File: src/logic/rooth_pkg.sv
// ----------------------------------------------------------
// rooth pipeline control package
// flow commands, branch and jump types and the packed
// structs shared by the flow controller and its neighbours
// ----------------------------------------------------------
package rooth_pkg;

    localparam int XLEN = 32;
    localparam logic [XLEN-1:0] PC_STEP = 32'd4;  // one instruction word

    // per-stage command
    typedef enum logic [1:0] {
        FLOW_STOP    = 2'd0,  // hold stage contents
        FLOW_WORK    = 2'd1,  // advance
        FLOW_REFRESH = 2'd2   // load a bubble
    } flow_e;

    typedef enum logic [2:0] {
        BRANCH_NONE = 3'd0,
        BRANCH_BEQ  = 3'd1,
        BRANCH_BNE  = 3'd2,
        BRANCH_BLT  = 3'd3,
        BRANCH_BGE  = 3'd4,
        BRANCH_BLTU = 3'd5,
        BRANCH_BGEU = 3'd6
    } branch_e;

    typedef enum logic [1:0] {
        JUMP_NONE  = 2'd0,
        JUMP_JAL   = 2'd1,
        JUMP_JALR  = 2'd2,
        JUMP_FENCE = 2'd3
    } jump_e;

    // ------------------------------------------------------
    // packed bundles
    // ------------------------------------------------------
    typedef struct packed {
        logic jtag_halt;        // debugger halt, top priority
        logic client_hold;
        logic access_mem_hold;
        logic pr_access_mem;
        logic alu_busy;         // multi-cycle divide
        logic bus_wait;
    } hold_t;

    typedef struct packed {
        logic            int_assert;
        logic [XLEN-1:0] int_addr;   // handler entry
    } irq_t;

    typedef struct packed {
        logic            taken;
        logic [XLEN-1:0] target;
    } redirect_t;

    typedef struct packed {
        logic zero;
        logic less;
        logic more_zero;
    } cmp_t;

    typedef struct packed {
        flow_e pc;
        flow_e de;
        flow_e ex;
        flow_e as;
        flow_e wb;
    } flow_t;

    typedef struct packed {
        logic            valid;
        logic [XLEN-1:0] pc;
    } stage_t;

endpackage

File: src/logic/branch_cmp.sv
// ----------------------------------------------------------
// branch comparator
// equality and less-than of rs1 against rs2, signed unless
// the branch is BLTU or BGEU
// ----------------------------------------------------------
`timescale 1ns/1ps

module branch_cmp (
    input  logic [rooth_pkg::XLEN-1:0] rs1_i,
    input  logic [rooth_pkg::XLEN-1:0] rs2_i,
    input  rooth_pkg::branch_e         branch_i,
    output rooth_pkg::cmp_t            cmp_o
);

    logic is_unsigned;
    logic lt_signed;
    logic lt_unsigned;

    assign is_unsigned = (branch_i == rooth_pkg::BRANCH_BLTU) ||
                         (branch_i == rooth_pkg::BRANCH_BGEU);

    assign lt_signed   = $signed(rs1_i) < $signed(rs2_i);
    assign lt_unsigned = rs1_i < rs2_i;

    // flag bundle for the flow controller
    always_comb begin
        cmp_o.zero      = (rs1_i == rs2_i);  // operands equal
        cmp_o.less      = is_unsigned ? lt_unsigned : lt_signed;
        cmp_o.more_zero = ~cmp_o.less;       // greater or equal
    end

endmodule

File: src/logic/flow_ctrl.sv
// ----------------------------------------------------------
// pipeline flow controller
// prioritized choice of the stop, work or refresh command
// for each stage, plus the pc redirect for taken branches,
// jumps and interrupts
// ----------------------------------------------------------
`timescale 1ns/1ps

module flow_ctrl (
    input  rooth_pkg::hold_t           hold_i,
    input  rooth_pkg::irq_t            irq_i,
    input  rooth_pkg::branch_e         branch_i,
    input  rooth_pkg::jump_e           jump_i,
    input  rooth_pkg::cmp_t            cmp_i,
    input  logic [rooth_pkg::XLEN-1:0] imm_i,
    input  logic [rooth_pkg::XLEN-1:0] rs1_i,
    input  logic [rooth_pkg::XLEN-1:0] ex_pc_i,    // base for relative targets
    output rooth_pkg::flow_t           flow_o,
    output rooth_pkg::redirect_t       redir_o
);

    logic                       br_cond;
    logic [rooth_pkg::XLEN-1:0] br_target;
    logic [rooth_pkg::XLEN-1:0] jmp_target;

    // pack five commands, pc first
    function automatic rooth_pkg::flow_t flow_set(
        input rooth_pkg::flow_e pc,
        input rooth_pkg::flow_e de,
        input rooth_pkg::flow_e ex,
        input rooth_pkg::flow_e as,
        input rooth_pkg::flow_e wb
    );
        rooth_pkg::flow_t f;
        f.pc = pc;
        f.de = de;
        f.ex = ex;
        f.as = as;
        f.wb = wb;
        return f;
    endfunction

    // ------------------------------------------------------
    // branch condition and targets
    // ------------------------------------------------------
    always_comb begin
        case (branch_i)
            rooth_pkg::BRANCH_BEQ:  br_cond = cmp_i.zero;
            rooth_pkg::BRANCH_BNE:  br_cond = ~cmp_i.zero;
            rooth_pkg::BRANCH_BLT,
            rooth_pkg::BRANCH_BLTU: br_cond = cmp_i.less;
            rooth_pkg::BRANCH_BGE,
            rooth_pkg::BRANCH_BGEU: br_cond = cmp_i.more_zero;
            default:                br_cond = 1'b0;
        endcase
    end

    assign br_target = ex_pc_i + imm_i;

    // bit 0 passes through unmasked
    always_comb begin
        case (jump_i)
            rooth_pkg::JUMP_JALR:  jmp_target = imm_i + rs1_i;
            rooth_pkg::JUMP_FENCE: jmp_target = ex_pc_i + rooth_pkg::PC_STEP;
            default:               jmp_target = ex_pc_i + imm_i;   // jal
        endcase
    end

    // ------------------------------------------------------
    // priority decision, highest first
    // ------------------------------------------------------
    always_comb begin
        flow_o = flow_set(rooth_pkg::FLOW_WORK, rooth_pkg::FLOW_WORK,
                          rooth_pkg::FLOW_WORK, rooth_pkg::FLOW_WORK,
                          rooth_pkg::FLOW_WORK);
        redir_o.taken  = 1'b0;
        redir_o.target = '0;

        if (hold_i.jtag_halt) begin
            flow_o = flow_set(rooth_pkg::FLOW_STOP, rooth_pkg::FLOW_STOP,
                              rooth_pkg::FLOW_STOP, rooth_pkg::FLOW_STOP,
                              rooth_pkg::FLOW_STOP);
        end else if (hold_i.client_hold) begin
            if (irq_i.int_assert) begin      // flush all and enter handler
                flow_o = flow_set(rooth_pkg::FLOW_WORK, rooth_pkg::FLOW_REFRESH,
                                  rooth_pkg::FLOW_REFRESH, rooth_pkg::FLOW_REFRESH,
                                  rooth_pkg::FLOW_REFRESH);
                redir_o.taken  = 1'b1;
                redir_o.target = irq_i.int_addr;
            end else begin
                flow_o = flow_set(rooth_pkg::FLOW_STOP, rooth_pkg::FLOW_STOP,
                                  rooth_pkg::FLOW_STOP, rooth_pkg::FLOW_STOP,
                                  rooth_pkg::FLOW_STOP);
            end
        end else if (hold_i.access_mem_hold) begin
            flow_o = flow_set(rooth_pkg::FLOW_STOP, rooth_pkg::FLOW_STOP,
                              rooth_pkg::FLOW_STOP, rooth_pkg::FLOW_STOP,
                              rooth_pkg::FLOW_REFRESH);
        end else if (hold_i.pr_access_mem) begin
            flow_o = flow_set(rooth_pkg::FLOW_STOP, rooth_pkg::FLOW_STOP,
                              rooth_pkg::FLOW_REFRESH, rooth_pkg::FLOW_WORK,
                              rooth_pkg::FLOW_WORK);
        end else if (hold_i.alu_busy) begin
            flow_o = flow_set(rooth_pkg::FLOW_STOP, rooth_pkg::FLOW_STOP,
                              rooth_pkg::FLOW_STOP, rooth_pkg::FLOW_REFRESH,
                              rooth_pkg::FLOW_WORK);
        end else if (hold_i.bus_wait) begin  // fetch not ready, bubble into decode
            flow_o = flow_set(rooth_pkg::FLOW_STOP, rooth_pkg::FLOW_REFRESH,
                              rooth_pkg::FLOW_WORK, rooth_pkg::FLOW_WORK,
                              rooth_pkg::FLOW_WORK);
        end else if (branch_i != rooth_pkg::BRANCH_NONE) begin
            if (br_cond) begin
                flow_o = flow_set(rooth_pkg::FLOW_WORK, rooth_pkg::FLOW_REFRESH,
                                  rooth_pkg::FLOW_REFRESH, rooth_pkg::FLOW_WORK,
                                  rooth_pkg::FLOW_WORK);
                redir_o.taken  = 1'b1;
                redir_o.target = br_target;
            end
        end else if (jump_i != rooth_pkg::JUMP_NONE) begin
            flow_o = flow_set(rooth_pkg::FLOW_WORK, rooth_pkg::FLOW_REFRESH,
                              rooth_pkg::FLOW_REFRESH, rooth_pkg::FLOW_WORK,
                              rooth_pkg::FLOW_WORK);
            redir_o.taken  = 1'b1;
            redir_o.target = jmp_target;
        end
    end

endmodule

File: src/logic/pc_gen.sv
// ----------------------------------------------------------
// fetch program counter
// holds on stop, otherwise steps by 4 or takes the redirect
// ----------------------------------------------------------
`timescale 1ns/1ps

module pc_gen #(
    parameter logic [rooth_pkg::XLEN-1:0] RESET_PC = '0
) (
    input  logic                       clk,
    input  logic                       rst_n_i,
    input  rooth_pkg::flow_e           flow_pc_i,
    input  rooth_pkg::redirect_t       redir_i,
    output logic [rooth_pkg::XLEN-1:0] pc_o
);

    logic [rooth_pkg::XLEN-1:0] pc_next;

    // redirect wins over the sequential step
    assign pc_next = redir_i.taken ? redir_i.target : pc_o + rooth_pkg::PC_STEP;

    always_ff @(posedge clk or negedge rst_n_i) begin
        if (!rst_n_i) begin
            pc_o <= RESET_PC;
        end else if (flow_pc_i == rooth_pkg::FLOW_WORK) begin
            pc_o <= pc_next;
        end
        // stop keeps the current pc
    end

endmodule

File: src/logic/pipe_ctrl_top.sv
// ----------------------------------------------------------
// pipeline control top level
// comparator, flow controller, fetch pc and stage tracker
// ----------------------------------------------------------
`timescale 1ns/1ps

module pipe_ctrl_top #(
    parameter logic [rooth_pkg::XLEN-1:0] RESET_PC = '0
) (
    input  logic                       clk,
    input  logic                       rst_n_i,
    input  rooth_pkg::hold_t           hold_i,
    input  rooth_pkg::irq_t            irq_i,
    input  rooth_pkg::branch_e         branch_i,
    input  rooth_pkg::jump_e           jump_i,
    input  logic [rooth_pkg::XLEN-1:0] imm_i,
    input  logic [rooth_pkg::XLEN-1:0] rs1_i,
    input  logic [rooth_pkg::XLEN-1:0] rs2_i,
    output logic [rooth_pkg::XLEN-1:0] pc_o,
    output rooth_pkg::flow_t           flow_o,
    output rooth_pkg::stage_t          de_o,
    output rooth_pkg::stage_t          ex_o,
    output rooth_pkg::stage_t          as_o,
    output rooth_pkg::stage_t          wb_o
);

    rooth_pkg::cmp_t      cmp;
    rooth_pkg::redirect_t redir;

    branch_cmp u_branch_cmp (
        .rs1_i    (rs1_i),
        .rs2_i    (rs2_i),
        .branch_i (branch_i),
        .cmp_o    (cmp)
    );

    flow_ctrl u_flow_ctrl (
        .hold_i   (hold_i),
        .irq_i    (irq_i),
        .branch_i (branch_i),
        .jump_i   (jump_i),
        .cmp_i    (cmp),
        .imm_i    (imm_i),
        .rs1_i    (rs1_i),
        .ex_pc_i  (ex_o.pc),     // execute pc closes the loop
        .flow_o   (flow_o),
        .redir_o  (redir)
    );

    pc_gen #(
        .RESET_PC (RESET_PC)
    ) u_pc_gen (
        .clk       (clk),
        .rst_n_i   (rst_n_i),
        .flow_pc_i (flow_o.pc),
        .redir_i   (redir),
        .pc_o      (pc_o)
    );

    stage_track u_stage_track (
        .clk        (clk),
        .rst_n_i    (rst_n_i),
        .flow_i     (flow_o),
        .fetch_pc_i (pc_o),
        .de_o       (de_o),
        .ex_o       (ex_o),
        .as_o       (as_o),
        .wb_o       (wb_o)
    );

endmodule

File: src/logic/stage_track.sv
// ----------------------------------------------------------
// pipeline stage tracker
// valid bit and pc of decode, execute, access and write back,
// each advanced, held or bubbled by its own flow command
// ----------------------------------------------------------
`timescale 1ns/1ps

module stage_track (
    input  logic                       clk,
    input  logic                       rst_n_i,
    input  rooth_pkg::flow_t           flow_i,
    input  logic [rooth_pkg::XLEN-1:0] fetch_pc_i,
    output rooth_pkg::stage_t          de_o,
    output rooth_pkg::stage_t          ex_o,
    output rooth_pkg::stage_t          as_o,
    output rooth_pkg::stage_t          wb_o
);

    rooth_pkg::stage_t fetch_stage;

    // next value of one stage from its command
    function automatic rooth_pkg::stage_t stage_next(
        input rooth_pkg::flow_e  cmd,
        input rooth_pkg::stage_t cur,
        input rooth_pkg::stage_t prev
    );
        rooth_pkg::stage_t nxt;
        nxt = cur;
        case (cmd)
            rooth_pkg::FLOW_WORK:    nxt = prev;           // take upstream
            rooth_pkg::FLOW_REFRESH: nxt.valid = 1'b0;     // bubble, pc kept
            default:                 nxt = cur;
        endcase
        return nxt;
    endfunction

    // fetch slot is always a live instruction
    always_comb begin
        fetch_stage.valid = 1'b1;
        fetch_stage.pc    = fetch_pc_i;
    end

    // ------------------------------------------------------
    // stage registers
    // ------------------------------------------------------
    always_ff @(posedge clk or negedge rst_n_i) begin
        if (!rst_n_i) begin
            de_o <= '0;
            ex_o <= '0;
            as_o <= '0;
            wb_o <= '0;
        end else begin
            de_o <= stage_next(flow_i.de, de_o, fetch_stage);
            ex_o <= stage_next(flow_i.ex, ex_o, de_o);
            as_o <= stage_next(flow_i.as, as_o, ex_o);
            wb_o <= stage_next(flow_i.wb, wb_o, as_o);
        end
    end

endmodule

File: config.mk
export PLATFORM = sky130hd
export DESIGN_NAME = pipe_ctrl_top
export DESIGN_NICKNAME = d
export VERILOG_FILES = /design/src/logic/rooth_pkg.sv /design/src/logic/branch_cmp.sv /design/src/logic/flow_ctrl.sv /design/src/logic/pc_gen.sv /design/src/logic/pipe_ctrl_top.sv /design/src/logic/stage_track.sv
export SDC_FILE = /design/constraint.sdc
export NUM_CORES = 1
export LEC_CHECK = 0
export ABC_AREA = 1
export BUFFER_PORTS_ARGS = -buffer_cell sky130_fd_sc_hd__clkbuf_2
export CAP_MARGIN = 10
export CORE_ASPECT_RATIO = 1.4
export CORE_MARGIN = 2
export CORE_UTILIZATION = 60
export DETAILED_ROUTE_END_ITERATION = 6
export PLACE_DENSITY = 0.87
export SLEW_MARGIN = 15
export SYNTH_ARGS = -nofsm -noshare
export SYNTH_HDL_FRONTEND = slang
export SYNTH_SLANG_ARGS = --single-unit
File: constraint.sdc
create_clock -name clk -period 7.04 [get_ports clk]
set_input_delay 0 -clock clk [delete_from_list [all_inputs] [get_ports clk]]
set_output_delay 0 -clock clk [all_outputs]
set_load 0.02 [all_outputs]
==> flow_summary.yaml, run 1 <==
clocking:
  cts_buffers: 17
  cts_tree: "done"
  clk_path_buf_depth: 2
  clock_latency_ps: 450
  cts.sinks: 164
  cts_resized: 0
  clk_pin_slew_worst_paths_ps: 70
  cts_max_level: 4
  cts-root-buf: "clkbuf_16"
critical_path:
  required_ps: 7420
  cp.arrival_ps: 3750
  criticalPathCategory: "input pin to flop"
  end_kind: "flop"
  worstSetupStartpointType: "input pin"
  crit_fanout: 19
yosys:
  synth_seq_cells: 164
  syn-num-nets: 2392
  syn_avg_cell_area_um2: 6.55
  ys_types: 51
  yosysSeqAreaShare_pct: 29.2
  syn_area_mm2: 0.0140
  ys_warn_count: 0
  syn_inst: 2144
sta:
  rsz0062_at_grt: "false"
  finClkSkew_ps: 17.0
  tightest_slew_ps: 1200
  hold_violations: 0
  post-route-min-period_ps: 3370
  fmax_ghz: 0.297
  setup_tns_ps: 0
  slew_violations: 0
  setup_viol: 0
  max_slew_margin_pct: 19.5
  finalCritPeriodShare_pct: 47.9
layout:
  final_cells: 2778
  area_growth_pct: 19.4
  multi_input_area_mm2: 0.00866
  fill_cells: 1810
  fin_nets: 2708
  regArea_mm2: 0.00410
  layout-drive-gt1-share_pct: 16.3
  diodes: 0
run_status:
  violations: "DRC"
  status: "complete, but fails checks"
placement:
  io_buffers: 314
  gp_congestion: 1.02
  dp_cells: 2714
  hpwl_um: 42900
drt:
  routed-via-count: 16900
  drtIter0Drc: 1938
  wl_per_cell_um: 20.6
  drc: 11
  dr.pass1.iters: 7
  drt_wl_total_um: 57100
  vias_per_cell: 6.08
  antenna_left: 0
global_route:
  grt_pass1_vias: 16700
  grt_use_met1_pct: 49.4
  grt_max_degree: 90
  track_usage_pct: 46.0
  overflow: 0
  grt_pass1_wl_um: 87700
  antenna_found_initial: 0
  grtUsageMet2_pct: 76.7
  grt_busiest_layer: "met2"
  met3_usage_pct: 10.6
floorplan:
  row_count: 66
  core_mm2: 0.0231
  die_x_um: 133
  die_area_mm2: 0.0246
  die_y_um: 185
  ioPinCount: 316
  initial_core_util_pct: 60.7
min_path:
  min-delay-path-class: "input pin to flop"
power:
  leakage_nw: 8.96
  peakVddDrop_mv: 0.294
  p_per_area_mw_per_mm2: 282
job:
  max_cap_viol_count: 0
## layout make-up
class / count / share of cell area [%]
Sequential cell: 164 / 24.5
Timing Repair Buffer: 355 / 11.7
Multi-Input combinational cell: 1645 / 51.7
Tap cell: 306 / 2.29
Clock buffer: 18 / 2.62
Clock inverter: 13 / 0.963
Inverter: 277 / 6.21
## cells in the final DEF, fill, tap and decap left out, drive strengths merged, types with 3 or more instances in the layout
master and n:
a21o 7, a21oi 175, a31oi 14, buf 9
clkbuf 331, clkinv 5, dfrtp 164, dlygate4sd3 33
ha 104, inv 282, mux2 19, nand2 660
nand3 135, nand3b 8, nand4 53, nor2 185
nor3 37, nor4 4, o211ai 4, o21a 12
o21ai 149, o21bai 7, o221ai 3, o31ai 3
xnor2 21, xor2 29
## per-layer routing
metal / routed length (µm) / up-vias
li1: - / 7656
met1: 19200 / 7595
met2: 26500 / 1240
met3: 5840 / 394
met4: 5570 / 0
met5: 0 / -
## power by group
group          switching, W  internal (W)  total [W]  leakage, nW
sequential         0.000418       0.00118    0.00160         1.97
combinational       0.00146      0.000691    0.00216         6.69
clock              0.000433      0.000544   0.000977        0.295
total               0.00231       0.00241    0.00473         8.96
## through the flow
stage                     power, W  util, %  setup slack [ps]  hold WS, ps  area (µm²)
after floorplan            0.00281        -              4110         -296       14000
final                      0.00473     72.5              3670         85.9       16800
after CTS                  0.00461     72.4              3870         4.33       16700
after global routing       0.00497     72.5              3550          117       16800
after global placement     0.00355     68.4              3760          103       15800
after detailed placement   0.00362     68.4              3570          116       15800
## final timing paths
path	cells past startpoint	endpoint	slack [ps]	from
min reg2reg	2	u_stage_track.wb_o[32]$_DFFE_PN0P_	500	u_stage_track.wb_o[32]$_DFFE_PN0P_
max reg2reg	17	u_pc_gen.pc_o[26]$_DFFE_PN0P_	3770	u_stage_track.ex_o[4]$_DFFE_PN0N_
min	5	u_pc_gen.pc_o[7]$_DFFE_PN0P_	90	irq_i[7]
max in group asynchronous	3	u_pc_gen.pc_o[10]$_DFFE_PN0P_	5330	rst_n_i
max	17	u_pc_gen.pc_o[0]$_DFFE_PN0P_	3670	rs1_i[31]
min in group asynchronous	2	u_stage_track.wb_o[29]$_DFFE_PN0N_	180	rst_n_i
## state kept, by name, summed over array words and instances (netlist names)
register,count
u_stage_track.ex_o,33
u_stage_track.wb_o,33
u_stage_track.de_o,33
u_pc_gen.pc_o,32
u_stage_track.as_o,33
## cells in the mapped netlist (all sizes together)
master   count  area (µm²)
dfrtp      164        4100
a211oi       1        7.51
a31oi       14        87.6
o2111ai      2        17.5
o21ai      149         749
o211ai       4        30.0
buf         15        82.6
fa           2        40.0
xnor2       21         184
inv        275        1030
nor3b        1        7.51
nor2       185         729
o221ai       3        26.3
mux2        19         214
conb         1        3.75
a21o         7        52.6
o21bai       7        52.6
o31ai        3        22.5
a21oi      175         876
o21a        12        90.1
nand3b       8        60.1
ha         104        1300
nand4       53         344
clkinv       2        7.51
or2          2        15.0
a22oi        2        15.0
and2         2        12.5
a21boi       2        15.0
nor3        37         211
a31o         1        8.76
nor4         4        25.0
nand2      660        2490
nand3      135         703
xor2        29         254
clkbuf      43         161
## timing repair
action                                 4_1_cts  5_1_grt
setup buffers                                0        0
hold buffers                                33        0
endpoints found under the hold margin      119        0
## logic make-up (layout without fill, tap and decap cells)
| kind of cell | count (synthesis) | count (layout) | share of synthesized area, % |
|---|---|---|---|
| AO/OA/AOI/OAI | 382 | 382 | 14.6 |
| adder cells (fa/ha/maj) | 106 | 106 | 9.56 |
| XOR/XNOR | 50 | 50 | 3.12 |
| AND/OR/NAND/NOR | 1087 | 1087 | 32.8 |
| other | 1 | 1 | 0.0267 |
| multiplexers | 19 | 19 | 1.52 |
| buffers and inverters | 335 | 663 | 9.15 |
| flip-flops | 164 | 164 | 29.2 |
## critical path: stages
cell	delay [ps]
clkbuf_2	100
ha_1	320
nand2_1	90
nor2_1	150
nand2_1	110
nor2_1	220
nand2_1	110
nand2_1	70
nand2_1	60
nand3_1	190
nand4_2	250
nand2_1	460
nand2_2	480
nand2_4	380
nand2_1	90
o21ai_0	90
dlygate4sd3_1	580
(Power assumes the default switching activity.)
==> run 2: changes to the inputs <==
--- a/config.mk
+++ b/config.mk
@@ -10,9 +10,9 @@
 export CAP_MARGIN = 10
 export CORE_ASPECT_RATIO = 1.4
 export CORE_MARGIN = 2
-export CORE_UTILIZATION = 60
+export CORE_UTILIZATION = 56
 export DETAILED_ROUTE_END_ITERATION = 6
-export PLACE_DENSITY = 0.87
+export PLACE_DENSITY = 0.82
 export SLEW_MARGIN = 15
 export SYNTH_ARGS = -nofsm -noshare
 export SYNTH_HDL_FRONTEND = slang
==> constraint.sdc (replaced) <==
create_clock -name clk -period 3.5 [get_ports clk]
set_input_delay 0 -clock clk [delete_from_list [all_inputs] [get_ports clk]]
set_output_delay 0 -clock clk [all_outputs]
set_load 0.02 [all_outputs]
==> run 2 against run 1 <==
Effect of this change:
- the run now ends clean
- largest cell class unchanged
- wire length is 0.86% lower
- global-route usage down 2.9 points
- highest routed layer unchanged
- via count decreased by 1.8%
- non-clock buffer count up 36
- register-to-register slack lost 3200 ps
- critical path type is now flop to flop
- final area is 1.7% higher
==> flow_summary.yaml, run 2 (synthesis results as in run 1) <==
layout:
  layout-drive-gt1-share_pct: 17.5
  fill_cells: 2111
  fin_nets: 2744
  area_growth_pct: 21.5
  final_cells: 2824
  diodes: 0
  mostFrequentLayoutCells: "nand2_1 (657), clkbuf_2 (313), inv_1 (273), nor2_1 (177), a21oi_1 (175)"
  final_common_cell: "nand2_1"
global_route:
  track_usage_pct: 43.1
  overflow: 0
  grt_pass1_wl_um: 85400
  grt_pass1_vias: 15900
  grt_max_degree: 95
  antenna_found_initial: 0
placement:
  hpwl_um: 45000
  dp_cells: 2758
  gp_congestion: 1.09
  io_buffers: 314
floorplan:
  die_area_mm2: 0.0264
  die_y_um: 191
  row_count: 68
  core_mm2: 0.0247
  die_x_um: 138
  ioPinCount: 316
  initial_core_util_pct: 56.9
drt:
  dr.pass1.iters: 6
  drtIter0Drc: 1462
  vias_per_cell: 5.87
  drc: 0
  antenna_left: 0
  drt_wl_total_um: 56600
  routed-via-count: 16600
  wl_per_cell_um: 20.1
critical_path:
  slowest_delay_ps: 500
  worst-path-stages: 15
  required_ps: 3870
  regToRegEndpoint: "u_pc_gen.pc_o[13]$_DFFE_PN0P_"
  reg2reg_setup_slack_ps: 580
  critPathCapture: "u_pc_gen.pc_o[13]$_DFFE_PN0P_"
  end_kind: "flop"
  cp_num_buf_inv: 1
  path_cells: "buf_4 -> nand2_1 -> nor3_2 -> nand2_1 -> nor2_2 -> xor2_1 -> a21oi_1 -> o21ai_0 -> o21ai_0 -> nand3_1 -> nand2_1 -> nand2_1 -> nand2_1 -> nand2_1 -> nand2_1"
  cp_common_cell: "nand2_1"
  cp-startpoint: "u_stage_track.ex_o[8]$_DFFE_PN0N_"
  criticalPathCategory: "flop to flop"
  crit_family: "simple AND/OR/NAND/NOR gates"
  cp.arrival_ps: 3290
  rr_worst_depth: 15
  worstReg2RegStart: "u_stage_track.ex_o[8]$_DFFE_PN0N_"
  cp_slowest_cell: "dfrtp_1"
  worstSetupStartpointType: "flop"
  crit_fanout: 6
clocking:
  cts-root-buf: "clkbuf_16"
  clk_path_buf_depth: 2
  cts_setup_buffers: 0
  clk_pin_slew_worst_paths_ps: 70
  cts_tree: "done"
  cts_buffers: 17
  clock_latency_ps: 450
  cts_max_level: 4
  cts_resized: 0
  cts.sinks: 164
power:
  peakVddDrop_mv: 0.441
  leakage_nw: 9.13
  p_per_area_mw_per_mm2: 559
  finalPower_w: 0.00953
sta:
  post-route-min-period_ps: 2920
  max_slew_margin_pct: 24.5
  finalCritPeriodShare_pct: 83.5
  slew_violations: 0
  fmax_ghz: 0.342
  tightest_slew_ps: 1130
  rsz0062_at_grt: "false"
  hold_violations: 0
  setup_tns_ps: 0
  setup_viol: 0
  finClkSkew_ps: 11.8
job:
  max_cap_viol_count: 0
min_path:
  min-delay-path-class: "input pin to flop"
  hold_path_depth: 5
run_status:
  status: "completed"
-- run 2: repair_timing --
action,4_1_cts,5_1_grt
hold endpoints to repair,123,0
hold buffers,34,0
setup endpoints to repair,0,0
-- run 2: through the flow --
step           instance area [µm²]  setup slack (ps)  hold slack [ps]  utilization, %
2_1_floorplan                14000               569             -296               -
3_3_place_gp                 16100               511              127            65.3
3_5_place_dp                 16100               417              127            65.3
4_1_cts                      17000               674             64.9            69.1
5_1_grt                      17000               429              123            69.1
6_report                     17000               578             86.1            69.1
-- run 2: final cells by class --
| cell class | instances | area (µm²) | share of cell area (%) |
|---|---|---|---|
| well taps | 315 | 394 | 2.31 |
| repair buffers | 391 | 2270 | 13.3 |
| flip-flops and latches | 164 | 4100 | 24.1 |
| clock buffers | 17 | 425 | 2.50 |
| multi-input cells | 1645 | 8650 | 50.8 |
| clock inverters | 15 | 161 | 0.947 |
| inverters | 277 | 1040 | 6.10 |
-- run 2: how the worst min path moves through the flow --
stage / startpoint / endpoint / slack [ps]
6_report: hold_i[3] / u_stage_track.wb_o[32]$_DFFE_PN0P_ / 90
3_5_place_dp: rst_n_i / u_stage_track.wb_o[13]$_DFFE_PN0N_ / 130
5_1_grt: hold_i[3] / u_stage_track.wb_o[32]$_DFFE_PN0P_ / 120
2_1_floorplan: rst_n_i / u_pc_gen.pc_o[0]$_DFFE_PN0P_ / -300
3_3_place_gp: rst_n_i / u_stage_track.wb_o[27]$_DFFE_PN0N_ / 130
4_1_cts: hold_i[3] / u_stage_track.wb_o[32]$_DFFE_PN0P_ / 60
-- run 2: tightest hold or removal path: cells and delay by family --
family                   cells  cell delay, ps
buffers and inverters        2             180
adder cells (fa/ha/maj)      1             140
AO/OA/AOI/OAI                2             170
-- run 2: where the power goes --
group / leakage, nW / internal (W) / total (W) / switching [W]
Clock: 0.285 / 0.000953 / 0.00186 / 0.000907
Combinational: 6.88 / 0.00151 / 0.00471 / 0.00320
Sequential: 1.97 / 0.00238 / 0.00297 / 0.000592
-- run 2: layer usage --
metal / share of wire, % / global-route usage, %
met1: 35 / 48.6
met2: 46 / 71.2
met3: 9.9 / 9.04
met4: 8.8 / 31.4
met5: 0 / 0
